$ cat config.mk
export PLATFORM = sky130hd
export DESIGN_NAME = radio_ctrl_core
export DESIGN_NICKNAME = d
export VERILOG_FILES = /design/src/radio_ctrl_pkg.sv /design/src/setting_reg.sv /design/src/boot_reset_seq.sv /design/src/pin_ctrl_regs.sv /design/src/vita_timer.sv /design/src/readback_mux.sv /design/src/radio_ctrl_core.sv
export VERILOG_INCLUDE_DIRS = /design/src
export SDC_FILE = /design/constraint.sdc
export NUM_CORES = 1
export LEC_CHECK = 0
export ABC_AREA = 1
export CAP_MARGIN = 20
export CORE_MARGIN = 2
export CORE_UTILIZATION = 60
export CTS_CLUSTER_DIAMETER = 100
export DETAILED_ROUTE_END_ITERATION = 12
export DONT_BUFFER_PORTS = 1
export PLACE_DENSITY_LB_ADDON = 0.2
export SKIP_CTS_REPAIR_TIMING = 1
export SLEW_MARGIN = 0
export SYNTH_ARGS = -nofsm -noshare
export SYNTH_HDL_FRONTEND = slang
export SYNTH_SLANG_ARGS = --single-unit
$ cat constraint.sdc
create_clock -name dsp_clk -period 3.3 [get_ports dsp_clk]
set_clock_uncertainty 0.2 [all_clocks]
set_input_delay 0.33 -clock dsp_clk [delete_from_list [all_inputs] [get_ports dsp_clk]]
set_output_delay 0.33 -clock dsp_clk [all_outputs]
set_load 0.05 [all_outputs]
$ cat src/radio_ctrl_consts.svh
// Register map and fixed values of the radio control plane
// Include in any module that decodes settings addresses or readback words
`ifndef RADIO_CTRL_CONSTS_SVH
`define RADIO_CTRL_CONSTS_SVH

//////////////////////////////////////////////////////////////////////
// Settings bus bases

`define SR_MISC   0      // Misc pin control block of 9 regs
`define SR_TIME64 192    // Time high, time low, load control

// LED source after reset selects hardware for bits 4..1
`define LED_SRC_RESET 8'h1E

// Bump when the register map changes in a way software can see
`define COMPAT_NUM 32'd5

//////////////////////////////////////////////////////////////////////
// Readback word indexes

`define RB_TIME_HI 10
`define RB_TIME_LO 11
`define RB_COMPAT  12
`define RB_PPS_HI  14
`define RB_PPS_LO  15

`endif

$ cat src/radio_ctrl_pkg.sv
// Types shared by the control plane blocks and their testbench
// Ports name them with the package scope and bodies import it
package radio_ctrl_pkg;

   //////////////////////////////////////////////////////////////////////
   // Settings bus

   // Register address on the settings bus
   typedef logic [7:0] set_addr_t;

   // One settings write word
   typedef logic [31:0] set_data_t;

   //////////////////////////////////////////////////////////////////////
   // Timing and pins

   // VITA time in sample clock ticks
   typedef logic [63:0] vita_time_t;

   // Control register or LED vector
   typedef logic [7:0] ctrl_byte_t;

   //////////////////////////////////////////////////////////////////////
   // Readback port

   // Selects one of 16 readback words
   typedef logic [3:0] rb_addr_t;

endpackage

$ cat src/setting_reg.sv
// One register on the settings bus that loads the low bits of a matching write
// Instantiated once per address with the payload type it should hold
`timescale 1ns/10ps

module setting_reg #(
   parameter type                       payload_t = logic [7:0],
   parameter radio_ctrl_pkg::set_addr_t ADDR      = '0,
   parameter payload_t                  RESET_VAL = '0
) (
   input  logic                      dsp_clk,
   input  logic                      por_rst,     // System reset from the parent
   input  logic                      set_stb_i,
   input  radio_ctrl_pkg::set_addr_t set_addr_i,
   input  radio_ctrl_pkg::set_data_t set_data_i,
   output payload_t                  value_o
);

   import radio_ctrl_pkg::*;

   localparam int unsigned PAY_W = $bits(payload_t);

   // Payload has to fit in one bus word
   if (PAY_W > $bits(set_data_t)) begin : g_width_check
      $error("setting_reg payload is wider than the settings data word");
   end

   logic hit;

   assign hit = set_stb_i && (set_addr_i == ADDR);

   always_ff @(posedge dsp_clk) begin
      if (por_rst) begin
         value_o <= RESET_VAL;
      end else if (hit) begin
         value_o <= payload_t'(set_data_i[PAY_W-1:0]);  // Upper data bits dropped
      end
   end

endmodule

$ cat src/boot_reset_seq.sv
// Reset sequencer for the control plane. Holds the system reset through power-on
// and fires it once more when the bootloader reports that it is done
`timescale 1ns/10ps
`include "radio_ctrl_consts.svh"

module boot_reset_seq (
   input  logic                      dsp_clk,
   input  logic                      por_rst,
   input  logic                      set_stb_i,
   input  radio_ctrl_pkg::set_addr_t set_addr_i,
   input  radio_ctrl_pkg::set_data_t set_data_i,
   output logic                      sys_rst_o,
   output logic                      boot_done_o
);

   import radio_ctrl_pkg::*;

   typedef enum logic {
      ST_WAIT = 1'b0,   // Bootloader still running
      ST_DONE = 1'b1    // Main program running, terminal state
   } boot_state_t;

   boot_state_t state;
   logic        bldr_wr;

   // Bootloader done flag written with bit0 set
   assign bldr_wr = set_stb_i && (set_addr_i == set_addr_t'(`SR_MISC + 5)) && set_data_i[0];

   always_ff @(posedge dsp_clk) begin
      if (por_rst) begin
         state     <= ST_WAIT;
         sys_rst_o <= 1'b1;
      end else begin
         case (state)
            ST_WAIT: begin
               sys_rst_o <= bldr_wr;        // One cycle of reset on the way out
               if (bldr_wr) begin
                  state <= ST_DONE;
               end
            end
            ST_DONE: begin
               sys_rst_o <= 1'b0;           // Only power-on leaves this state
            end
            default: begin
               state     <= ST_WAIT;
               sys_rst_o <= 1'b1;
            end
         endcase
      end
   end

   assign boot_done_o = (state == ST_DONE);

   // Outside power-on the reset is a single cycle pulse
   a_sys_rst_pulse: assert property (@(posedge dsp_clk) disable iff (por_rst)
      !por_rst && sys_rst_o |=> !sys_rst_o);

endmodule

$ cat src/pin_ctrl_regs.sv
// Misc pin control registers for the clock generator, SERDES, ADC and PHY reset,
// plus the LED mux that picks hardware or software state per LED bit
`timescale 1ns/10ps
`include "radio_ctrl_consts.svh"

module pin_ctrl_regs (
   input  logic                       dsp_clk,
   input  logic                       sys_rst_i,
   input  logic                       set_stb_i,
   input  radio_ctrl_pkg::set_addr_t  set_addr_i,
   input  radio_ctrl_pkg::set_data_t  set_data_i,
   input  logic                       run_tx_i,
   input  logic                       run_rx_i,
   input  logic                       clk_status_i,
   input  logic                       serdes_link_i,
   output logic                       clock_ready_o,
   output logic [1:0]                 clk_en_o,
   output logic [1:0]                 clk_sel_o,
   output logic                       ser_enable_o,
   output logic                       ser_prbsen_o,
   output logic                       ser_loopen_o,
   output logic                       ser_rx_en_o,
   output logic                       adc_oe_a_o,
   output logic                       adc_on_a_o,
   output logic                       adc_oe_b_o,
   output logic                       adc_on_b_o,
   output logic                       phy_reset_n_o,
   output radio_ctrl_pkg::ctrl_byte_t leds_o
);

   import radio_ctrl_pkg::*;

   logic [4:0] clock_outs;
   logic [3:0] serdes_outs;
   logic [3:0] adc_outs;
   logic       phy_reset;
   ctrl_byte_t led_sw;
   ctrl_byte_t led_src;
   ctrl_byte_t led_hw;

   //////////////////////////////////////////////////////////////////////
   // Register bank

   setting_reg #(.payload_t(logic [4:0]), .ADDR(set_addr_t'(`SR_MISC + 0)), .RESET_VAL('0))
      sr_clk (.dsp_clk(dsp_clk), .por_rst(sys_rst_i), .set_stb_i(set_stb_i),
              .set_addr_i(set_addr_i), .set_data_i(set_data_i), .value_o(clock_outs));

   setting_reg #(.payload_t(logic [3:0]), .ADDR(set_addr_t'(`SR_MISC + 1)), .RESET_VAL('0))
      sr_ser (.dsp_clk(dsp_clk), .por_rst(sys_rst_i), .set_stb_i(set_stb_i),
              .set_addr_i(set_addr_i), .set_data_i(set_data_i), .value_o(serdes_outs));

   setting_reg #(.payload_t(logic [3:0]), .ADDR(set_addr_t'(`SR_MISC + 2)), .RESET_VAL('0))
      sr_adc (.dsp_clk(dsp_clk), .por_rst(sys_rst_i), .set_stb_i(set_stb_i),
              .set_addr_i(set_addr_i), .set_data_i(set_data_i), .value_o(adc_outs));

   setting_reg #(.payload_t(ctrl_byte_t), .ADDR(set_addr_t'(`SR_MISC + 3)), .RESET_VAL('0))
      sr_led (.dsp_clk(dsp_clk), .por_rst(sys_rst_i), .set_stb_i(set_stb_i),
              .set_addr_i(set_addr_i), .set_data_i(set_data_i), .value_o(led_sw));

   setting_reg #(.payload_t(logic), .ADDR(set_addr_t'(`SR_MISC + 4)), .RESET_VAL(1'b0))
      sr_phy (.dsp_clk(dsp_clk), .por_rst(sys_rst_i), .set_stb_i(set_stb_i),
              .set_addr_i(set_addr_i), .set_data_i(set_data_i), .value_o(phy_reset));

   // 1 = hardware drives the LED, 0 = software value
   setting_reg #(.payload_t(ctrl_byte_t), .ADDR(set_addr_t'(`SR_MISC + 8)),
                 .RESET_VAL(`LED_SRC_RESET))
      sr_led_src (.dsp_clk(dsp_clk), .por_rst(sys_rst_i), .set_stb_i(set_stb_i),
                  .set_addr_i(set_addr_i), .set_data_i(set_data_i), .value_o(led_src));

   //////////////////////////////////////////////////////////////////////
   // Pin mapping

   assign {clock_ready_o, clk_en_o, clk_sel_o} = clock_outs;
   assign {ser_enable_o, ser_prbsen_o, ser_loopen_o, ser_rx_en_o} = serdes_outs;
   assign {adc_oe_a_o, adc_on_a_o, adc_oe_b_o, adc_on_b_o} = adc_outs;
   assign phy_reset_n_o = ~phy_reset;     // PHY reset pin is active low

   // Bit 0 has no hardware source
   assign led_hw = {3'b000, run_tx_i, run_rx_i, clk_status_i, serdes_link_i, 1'b0};
   assign leds_o = (led_src & led_hw) | (~led_src & led_sw);

endmodule

$ cat src/vita_timer.sv
// 64-bit VITA time counter on dsp_clk. Loads at once or at the next PPS edge
// and keeps the time seen at the most recent PPS for readback
`timescale 1ns/10ps
`include "radio_ctrl_consts.svh"

module vita_timer (
   input  logic                       dsp_clk,
   input  logic                       sys_rst_i,
   input  logic                       set_stb_i,
   input  radio_ctrl_pkg::set_addr_t  set_addr_i,
   input  radio_ctrl_pkg::set_data_t  set_data_i,
   input  logic                       pps_i,
   output radio_ctrl_pkg::vita_time_t vita_time_o,
   output radio_ctrl_pkg::vita_time_t vita_time_pps_o,
   output logic                       pps_int_o
);

   import radio_ctrl_pkg::*;

   set_data_t  time_hi_q;     // Staged high word
   set_data_t  time_lo_q;     // Staged low word
   vita_time_t staged;
   logic       arm_q;         // Load waits for PPS
   logic       pps_meta;
   logic       pps_sync;
   logic       pps_dly;
   logic       pps_edge;
   logic       wr_hi;
   logic       wr_lo;
   logic       wr_ctrl;
   logic       load_now;

   assign wr_hi    = set_stb_i && (set_addr_i == set_addr_t'(`SR_TIME64 + 0));
   assign wr_lo    = set_stb_i && (set_addr_i == set_addr_t'(`SR_TIME64 + 1));
   assign wr_ctrl  = set_stb_i && (set_addr_i == set_addr_t'(`SR_TIME64 + 2));
   assign load_now = wr_ctrl && !set_data_i[0];
   assign staged   = {time_hi_q, time_lo_q};

   always_ff @(posedge dsp_clk) begin
      if (sys_rst_i) begin
         time_hi_q <= '0;
         time_lo_q <= '0;
      end else begin
         if (wr_hi) begin
            time_hi_q <= set_data_i;
         end
         if (wr_lo) begin
            time_lo_q <= set_data_i;
         end
      end
   end

   //////////////////////////////////////////////////////////////////////
   // PPS synchronizer and rising edge detect

   always_ff @(posedge dsp_clk) begin
      if (sys_rst_i) begin
         pps_meta  <= 1'b0;
         pps_sync  <= 1'b0;
         pps_dly   <= 1'b0;
         pps_int_o <= 1'b0;
      end else begin
         pps_meta  <= pps_i;
         pps_sync  <= pps_meta;
         pps_dly   <= pps_sync;
         pps_int_o <= pps_edge;      // Aligned with the time capture
      end
   end

   assign pps_edge = pps_sync && !pps_dly;

   //////////////////////////////////////////////////////////////////////
   // Counter, arm flag and PPS latch

   always_ff @(posedge dsp_clk) begin
      if (sys_rst_i) begin
         arm_q <= 1'b0;
      end else if (wr_ctrl) begin
         arm_q <= set_data_i[0];
      end else if (pps_edge) begin
         arm_q <= 1'b0;              // One shot per arm
      end
   end

   always_ff @(posedge dsp_clk) begin
      if (sys_rst_i) begin
         vita_time_o     <= '0;
         vita_time_pps_o <= '0;
      end else begin
         if (load_now || (pps_edge && arm_q)) begin
            vita_time_o <= staged;
         end else begin
            vita_time_o <= vita_time_o + 64'd1;
         end
         if (pps_edge) begin
            vita_time_pps_o <= arm_q ? staged : vita_time_o;
         end
      end
   end

   // Edge detect gives a single cycle interrupt even for a long PPS pulse
   a_pps_int_pulse: assert property (@(posedge dsp_clk) disable iff (sys_rst_i)
      pps_int_o |=> !pps_int_o);

endmodule

$ cat src/readback_mux.sv
// Registered readback port of 16 words with time, PPS time and compatibility
// number. A strobe gets its data and acknowledge one cycle later
`timescale 1ns/10ps
`include "radio_ctrl_consts.svh"

module readback_mux (
   input  logic                       dsp_clk,
   input  logic                       sys_rst_i,
   input  logic                       rd_stb_i,
   input  radio_ctrl_pkg::rb_addr_t   rd_addr_i,
   input  radio_ctrl_pkg::vita_time_t vita_time_i,
   input  radio_ctrl_pkg::vita_time_t vita_time_pps_i,
   output radio_ctrl_pkg::set_data_t  rd_data_o,
   output logic                       rd_ack_o
);

   import radio_ctrl_pkg::*;

   set_data_t word_sel;

   // Unlisted words read as zero
   always_comb begin
      case (rd_addr_i)
         rb_addr_t'(`RB_TIME_HI): word_sel = vita_time_i[63:32];
         rb_addr_t'(`RB_TIME_LO): word_sel = vita_time_i[31:0];
         rb_addr_t'(`RB_COMPAT):  word_sel = `COMPAT_NUM;
         rb_addr_t'(`RB_PPS_HI):  word_sel = vita_time_pps_i[63:32];
         rb_addr_t'(`RB_PPS_LO):  word_sel = vita_time_pps_i[31:0];
         default:                 word_sel = '0;
      endcase
   end

   always_ff @(posedge dsp_clk) begin
      if (rd_stb_i) begin
         rd_data_o <= word_sel;
      end
   end

   // Back to back strobes get back to back acks
   always_ff @(posedge dsp_clk) begin
      if (sys_rst_i) begin
         rd_ack_o <= 1'b0;
      end else begin
         rd_ack_o <= rd_stb_i;
      end
   end

   a_ack_follows_stb: assert property (@(posedge dsp_clk) disable iff (sys_rst_i)
      rd_ack_o |-> $past(rd_stb_i));

endmodule

$ cat src/radio_ctrl_core.sv
// Top level of the radio control plane on dsp_clk
// Settings bus in, pin controls, LEDs, VITA time and readback out
`timescale 1ns/10ps

module radio_ctrl_core (
   input  logic                       dsp_clk,
   input  logic                       por_rst,
   // Settings bus
   input  logic                       set_stb_i,
   input  radio_ctrl_pkg::set_addr_t  set_addr_i,
   input  radio_ctrl_pkg::set_data_t  set_data_i,
   // Status for the LEDs
   input  logic                       run_tx_i,
   input  logic                       run_rx_i,
   input  logic                       clk_status_i,
   input  logic                       serdes_link_i,
   input  logic                       pps_i,
   // Readback
   input  logic                       rd_stb_i,
   input  radio_ctrl_pkg::rb_addr_t   rd_addr_i,
   output radio_ctrl_pkg::set_data_t  rd_data_o,
   output logic                       rd_ack_o,
   // Pin controls
   output logic                       clock_ready_o,
   output logic [1:0]                 clk_en_o,
   output logic [1:0]                 clk_sel_o,
   output logic                       ser_enable_o,
   output logic                       ser_prbsen_o,
   output logic                       ser_loopen_o,
   output logic                       ser_rx_en_o,
   output logic                       adc_oe_a_o,
   output logic                       adc_on_a_o,
   output logic                       adc_oe_b_o,
   output logic                       adc_on_b_o,
   output logic                       phy_reset_n_o,
   output radio_ctrl_pkg::ctrl_byte_t leds_o,
   output logic                       boot_done_o,
   output logic                       pps_int_o
);

   import radio_ctrl_pkg::*;

   logic       sys_rst;          // Power-on plus the boot pulse
   vita_time_t vita_time;
   vita_time_t vita_time_pps;

   //////////////////////////////////////////////////////////////////////
   // Reset and register blocks

   boot_reset_seq u_boot (
      .dsp_clk(dsp_clk), .por_rst(por_rst),
      .set_stb_i(set_stb_i), .set_addr_i(set_addr_i), .set_data_i(set_data_i),
      .sys_rst_o(sys_rst), .boot_done_o(boot_done_o));

   pin_ctrl_regs u_pins (
      .dsp_clk(dsp_clk), .sys_rst_i(sys_rst),
      .set_stb_i(set_stb_i), .set_addr_i(set_addr_i), .set_data_i(set_data_i),
      .run_tx_i(run_tx_i), .run_rx_i(run_rx_i),
      .clk_status_i(clk_status_i), .serdes_link_i(serdes_link_i),
      .clock_ready_o(clock_ready_o), .clk_en_o(clk_en_o), .clk_sel_o(clk_sel_o),
      .ser_enable_o(ser_enable_o), .ser_prbsen_o(ser_prbsen_o),
      .ser_loopen_o(ser_loopen_o), .ser_rx_en_o(ser_rx_en_o),
      .adc_oe_a_o(adc_oe_a_o), .adc_on_a_o(adc_on_a_o),
      .adc_oe_b_o(adc_oe_b_o), .adc_on_b_o(adc_on_b_o),
      .phy_reset_n_o(phy_reset_n_o), .leds_o(leds_o));

   //////////////////////////////////////////////////////////////////////
   // Timing and readback

   vita_timer u_time (
      .dsp_clk(dsp_clk), .sys_rst_i(sys_rst),
      .set_stb_i(set_stb_i), .set_addr_i(set_addr_i), .set_data_i(set_data_i),
      .pps_i(pps_i), .vita_time_o(vita_time), .vita_time_pps_o(vita_time_pps),
      .pps_int_o(pps_int_o));

   readback_mux u_rb (
      .dsp_clk(dsp_clk), .sys_rst_i(sys_rst),
      .rd_stb_i(rd_stb_i), .rd_addr_i(rd_addr_i),
      .vita_time_i(vita_time), .vita_time_pps_i(vita_time_pps),
      .rd_data_o(rd_data_o), .rd_ack_o(rd_ack_o));

endmodule

==> flow_summary.json <==
{
  "post-route-util": 0.683,
  "yosysSeqAreaShare": 0.453,
  "multi_input_area_um2": 5770,
  "grt_pass1_wl_um": 61400,
  "leakage_nw": 5.46,
  "synth_cells": 1731,
  "ys_types": 34,
  "endpoint_kind": "register",
  "die-area_um2": 21700,
  "ys_ff_latch": 262,
  "slowest_stage": "dlygate4sd3_1",
  "required_ns": 3.57,
  "synthesis.nets": 1785,
  "grt_pass1_vias": 10900,
  "place_hpwl_um": 26800,
  "ir_worst_vdd_mv": 0.476,
  "yosys_warnings": 0,
  "r2r_slack_ns": 0.98,
  "routedWlPerCell_um": 20.2,
  "hold_violations": 3,
  "portBuffers": 0,
  "yosysMostFrequentCell": "nand2_1",
  "powerDensity_nw_per_um2": 497,
  "cts_buffers": 27,
  "gp_congestion": 1.01,
  "synth_top_area_share": 0.374,
  "syn_area_per_cell_um2": 7.10,
  "violations": "negative hold slack",
  "rows": 52,
  "outcome": "finished, violations left",
  "r2r_start": "u_time.pps_sync$_SDFF_PP0_",
  "clk_pin_slew_ns": 0.06,
  "grt_max_degree": 86,
  "areaGrowthSynthToFinish_pct": 12.0,
  "initialDrtViolationCount": 1417,
  "cts_tree": "done",
  "drcViolationCount": 0,
  "n_fill_cell": 1727,
  "overflow": 0,
  "startpoint": "set_data_i[0]",
  "vias": 12200,
  "ios": 110,
  "fin_tns_setup_ns": 0,
  "cp_max_fo": 7,
  "max-cap-violations": 0,
  "slowest_delay_ns": 0.62,
  "crit_chain": "dlygate4sd3_1 > inv_1 > nor3_1 > dlygate4sd3_1 > nand3_1 > dlygate4sd3_1 > o21bai_1",
  "post-route-period-util": 0.769,
  "start_util": 0.610,
  "clockRootBuffer": "clkbuf_16",
  "crit_arrival_ns": 2.80,
  "synth_edf_count": 32,
  "drive_above_1_share": 0.0577,
  "design.core.area_um2": 20200,
  "cp-start-kind": "input pin",
  "relSlewSlack": 0.358,
  "viasPerCell": 6.06,
  "synth_flop_cell": "dfxtp_1",
  "netlist_area_um2": 12300,
  "antenna_found_initial": 1,
  "seq_area_um2": 5570,
  "setup_viol": 0,
  "hold_class": "in2reg",
  "synthArstFlopShare": 0,
  "rsz0062_at_grt": "no",
  "routed_wl_um": 40800,
  "cts_buffer_depth": 3,
  "synth_top_cells_by_area": "dfxtp_1 37%, nand2_1 11%, a21oi_1 9.1%, edfxtp_1 7.8%, o21ai_0 7.8%",
  "ant_nets": 0,
  "n_antenna_cell": 0,
  "min_from": "set_addr_i[1]",
  "worstMarginPinSlew_ns": 0.960,
  "clkSinkCount": 262,
  "max_freq_mhz": 394,
  "dr.pass1.iters": 9,
  "path_common_cell": "dlygate4sd3_1",
  "fin_nets": 1784,
  "cts_max_level": 1,
  "synth_top_cell_by_area": "dfxtp_1",
  "clkLatencyLatePin_ns": 0.55,
  "fin_crit_ns": 2.54,
  "path_class": "in2reg",
  "whs_ns": -0.0128,
  "die_w_um": 147,
  "synth_commonest_cells": "366 x nand2_1, 240 x nor2_1, 230 x dfxtp_1",
  "slew_viol_final": 0,
  "die_h_um": 147,
  "grt_usage": 0.360
}
worst paths after layout:
check / end / cells past startpoint
setup reg to reg: u_time.vita_time_o[20]$_SDFF_PP0_ / 9
hold / removal: u_pins.sr_ser.value_o[1]$_SDFFE_PP0P_ / 4
setup / recovery: u_boot.sys_rst_o$_SDFF_PP1_ / 7
hold reg to reg: u_time.pps_sync$_SDFF_PP0_ / 2
flip-flops by register name, summed over array words and instances, names as in the netlist, 4 cells and up:
register,flops
u_time.time_lo_q,32
u_pins.sr_ser.value_o,4
u_rb.rd_data_o,32
u_pins.sr_led_src.value_o,8
u_time.time_hi_q,32
u_time.vita_time_pps_o,64
u_pins.sr_led.value_o,8
u_time.vita_time_o,64
u_pins.sr_clk.value_o,5
u_pins.sr_adc.value_o,4
cell usage in the layout (no fill, tap or decap), types with 4 or more instances in the layout:
cell type,synthesis,final
nand2_1,366,365
o21ai_1,7,9
inv_1,147,147
o21ai_0,191,189
xnor2_1,15,15
clkbuf_16,0,29
nand3_1,78,78
nor2_2,8,10
dlygate4sd3_1,0,44
dfxtp_1,230,228
nor2_1,240,237
buf_4,0,19
o2111ai_1,31,31
edfxtp_1,32,32
o211ai_1,8,8
nand4_1,10,10
clkbuf_1,71,8
a21oi_1,224,224
xor2_1,14,14
nor2_4,3,4
a211oi_2,8,8
nand2_2,6,7
cell type report:
class / instances / share of cell area
Clock buffer: 40 / 0.0579
Tap cell: 270 / 0.0245
Multi-Input combinational cell: 1222 / 0.419
Sequential cell: 262 / 0.404
Inverter: 153 / 0.0420
Clock inverter: 10 / 0.00845
Timing Repair Buffer: 64 / 0.0438
cells by family after synthesis:
| kind of cell | synth area share |
|---|---|
| simple gates | 0.238 |
| compound gates | 0.208 |
| flops | 0.453 |
| buf+inv | 0.0795 |
| xor+xnor | 0.0207 |
| fa+ha+maj | 0.00102 |
stage by stage:
step           worst slack [ns]  instance area (um^2)  power, mW  std cells
6_report                  0.763                 13800       6.85       2021
5_1_grt                   0.708                 13800       7.01       2021
4_1_cts                    1.00                 13300       6.80       1976
3_5_place_dp              0.847                 12400       3.71       1926
3_3_place_gp              0.884                 12400       3.70       1926
2_1_floorplan              1.36                 12300       3.63       1731
per-layer routing:
| layer | wire [um] | up-vias | track usage | part of all wire |
|---|---|---|---|---|
| met2 | 17400 | 758 | 0.521 | 0.43 |
| li1 | - | 5727 | - | - |
| met1 | 16500 | 5629 | 0.512 | 0.40 |
| met3 | 5330 | 126 | 0.101 | 0.13 |
| met4 | 1600 | 0 | 0.142 | 0.039 |
| met5 | 0 | - | 0 | 0 |
power breakdown:
| part | switching, mW | internal (mW) |
|---|---|---|
| clock network | 1.31 | 1.84 |
| logic | 0.213 | 0.102 |
| registers | 0.0973 | 3.29 |
critical path, delay by kind of cell:
kind                   cells  cell delay [ns]
buffers and inverters      4             1.98
AND/OR/NAND/NOR            2             0.38
AO/OA/AOI/OAI              1             0.12
No activity file was read; power rests on OpenSTA's default activity.
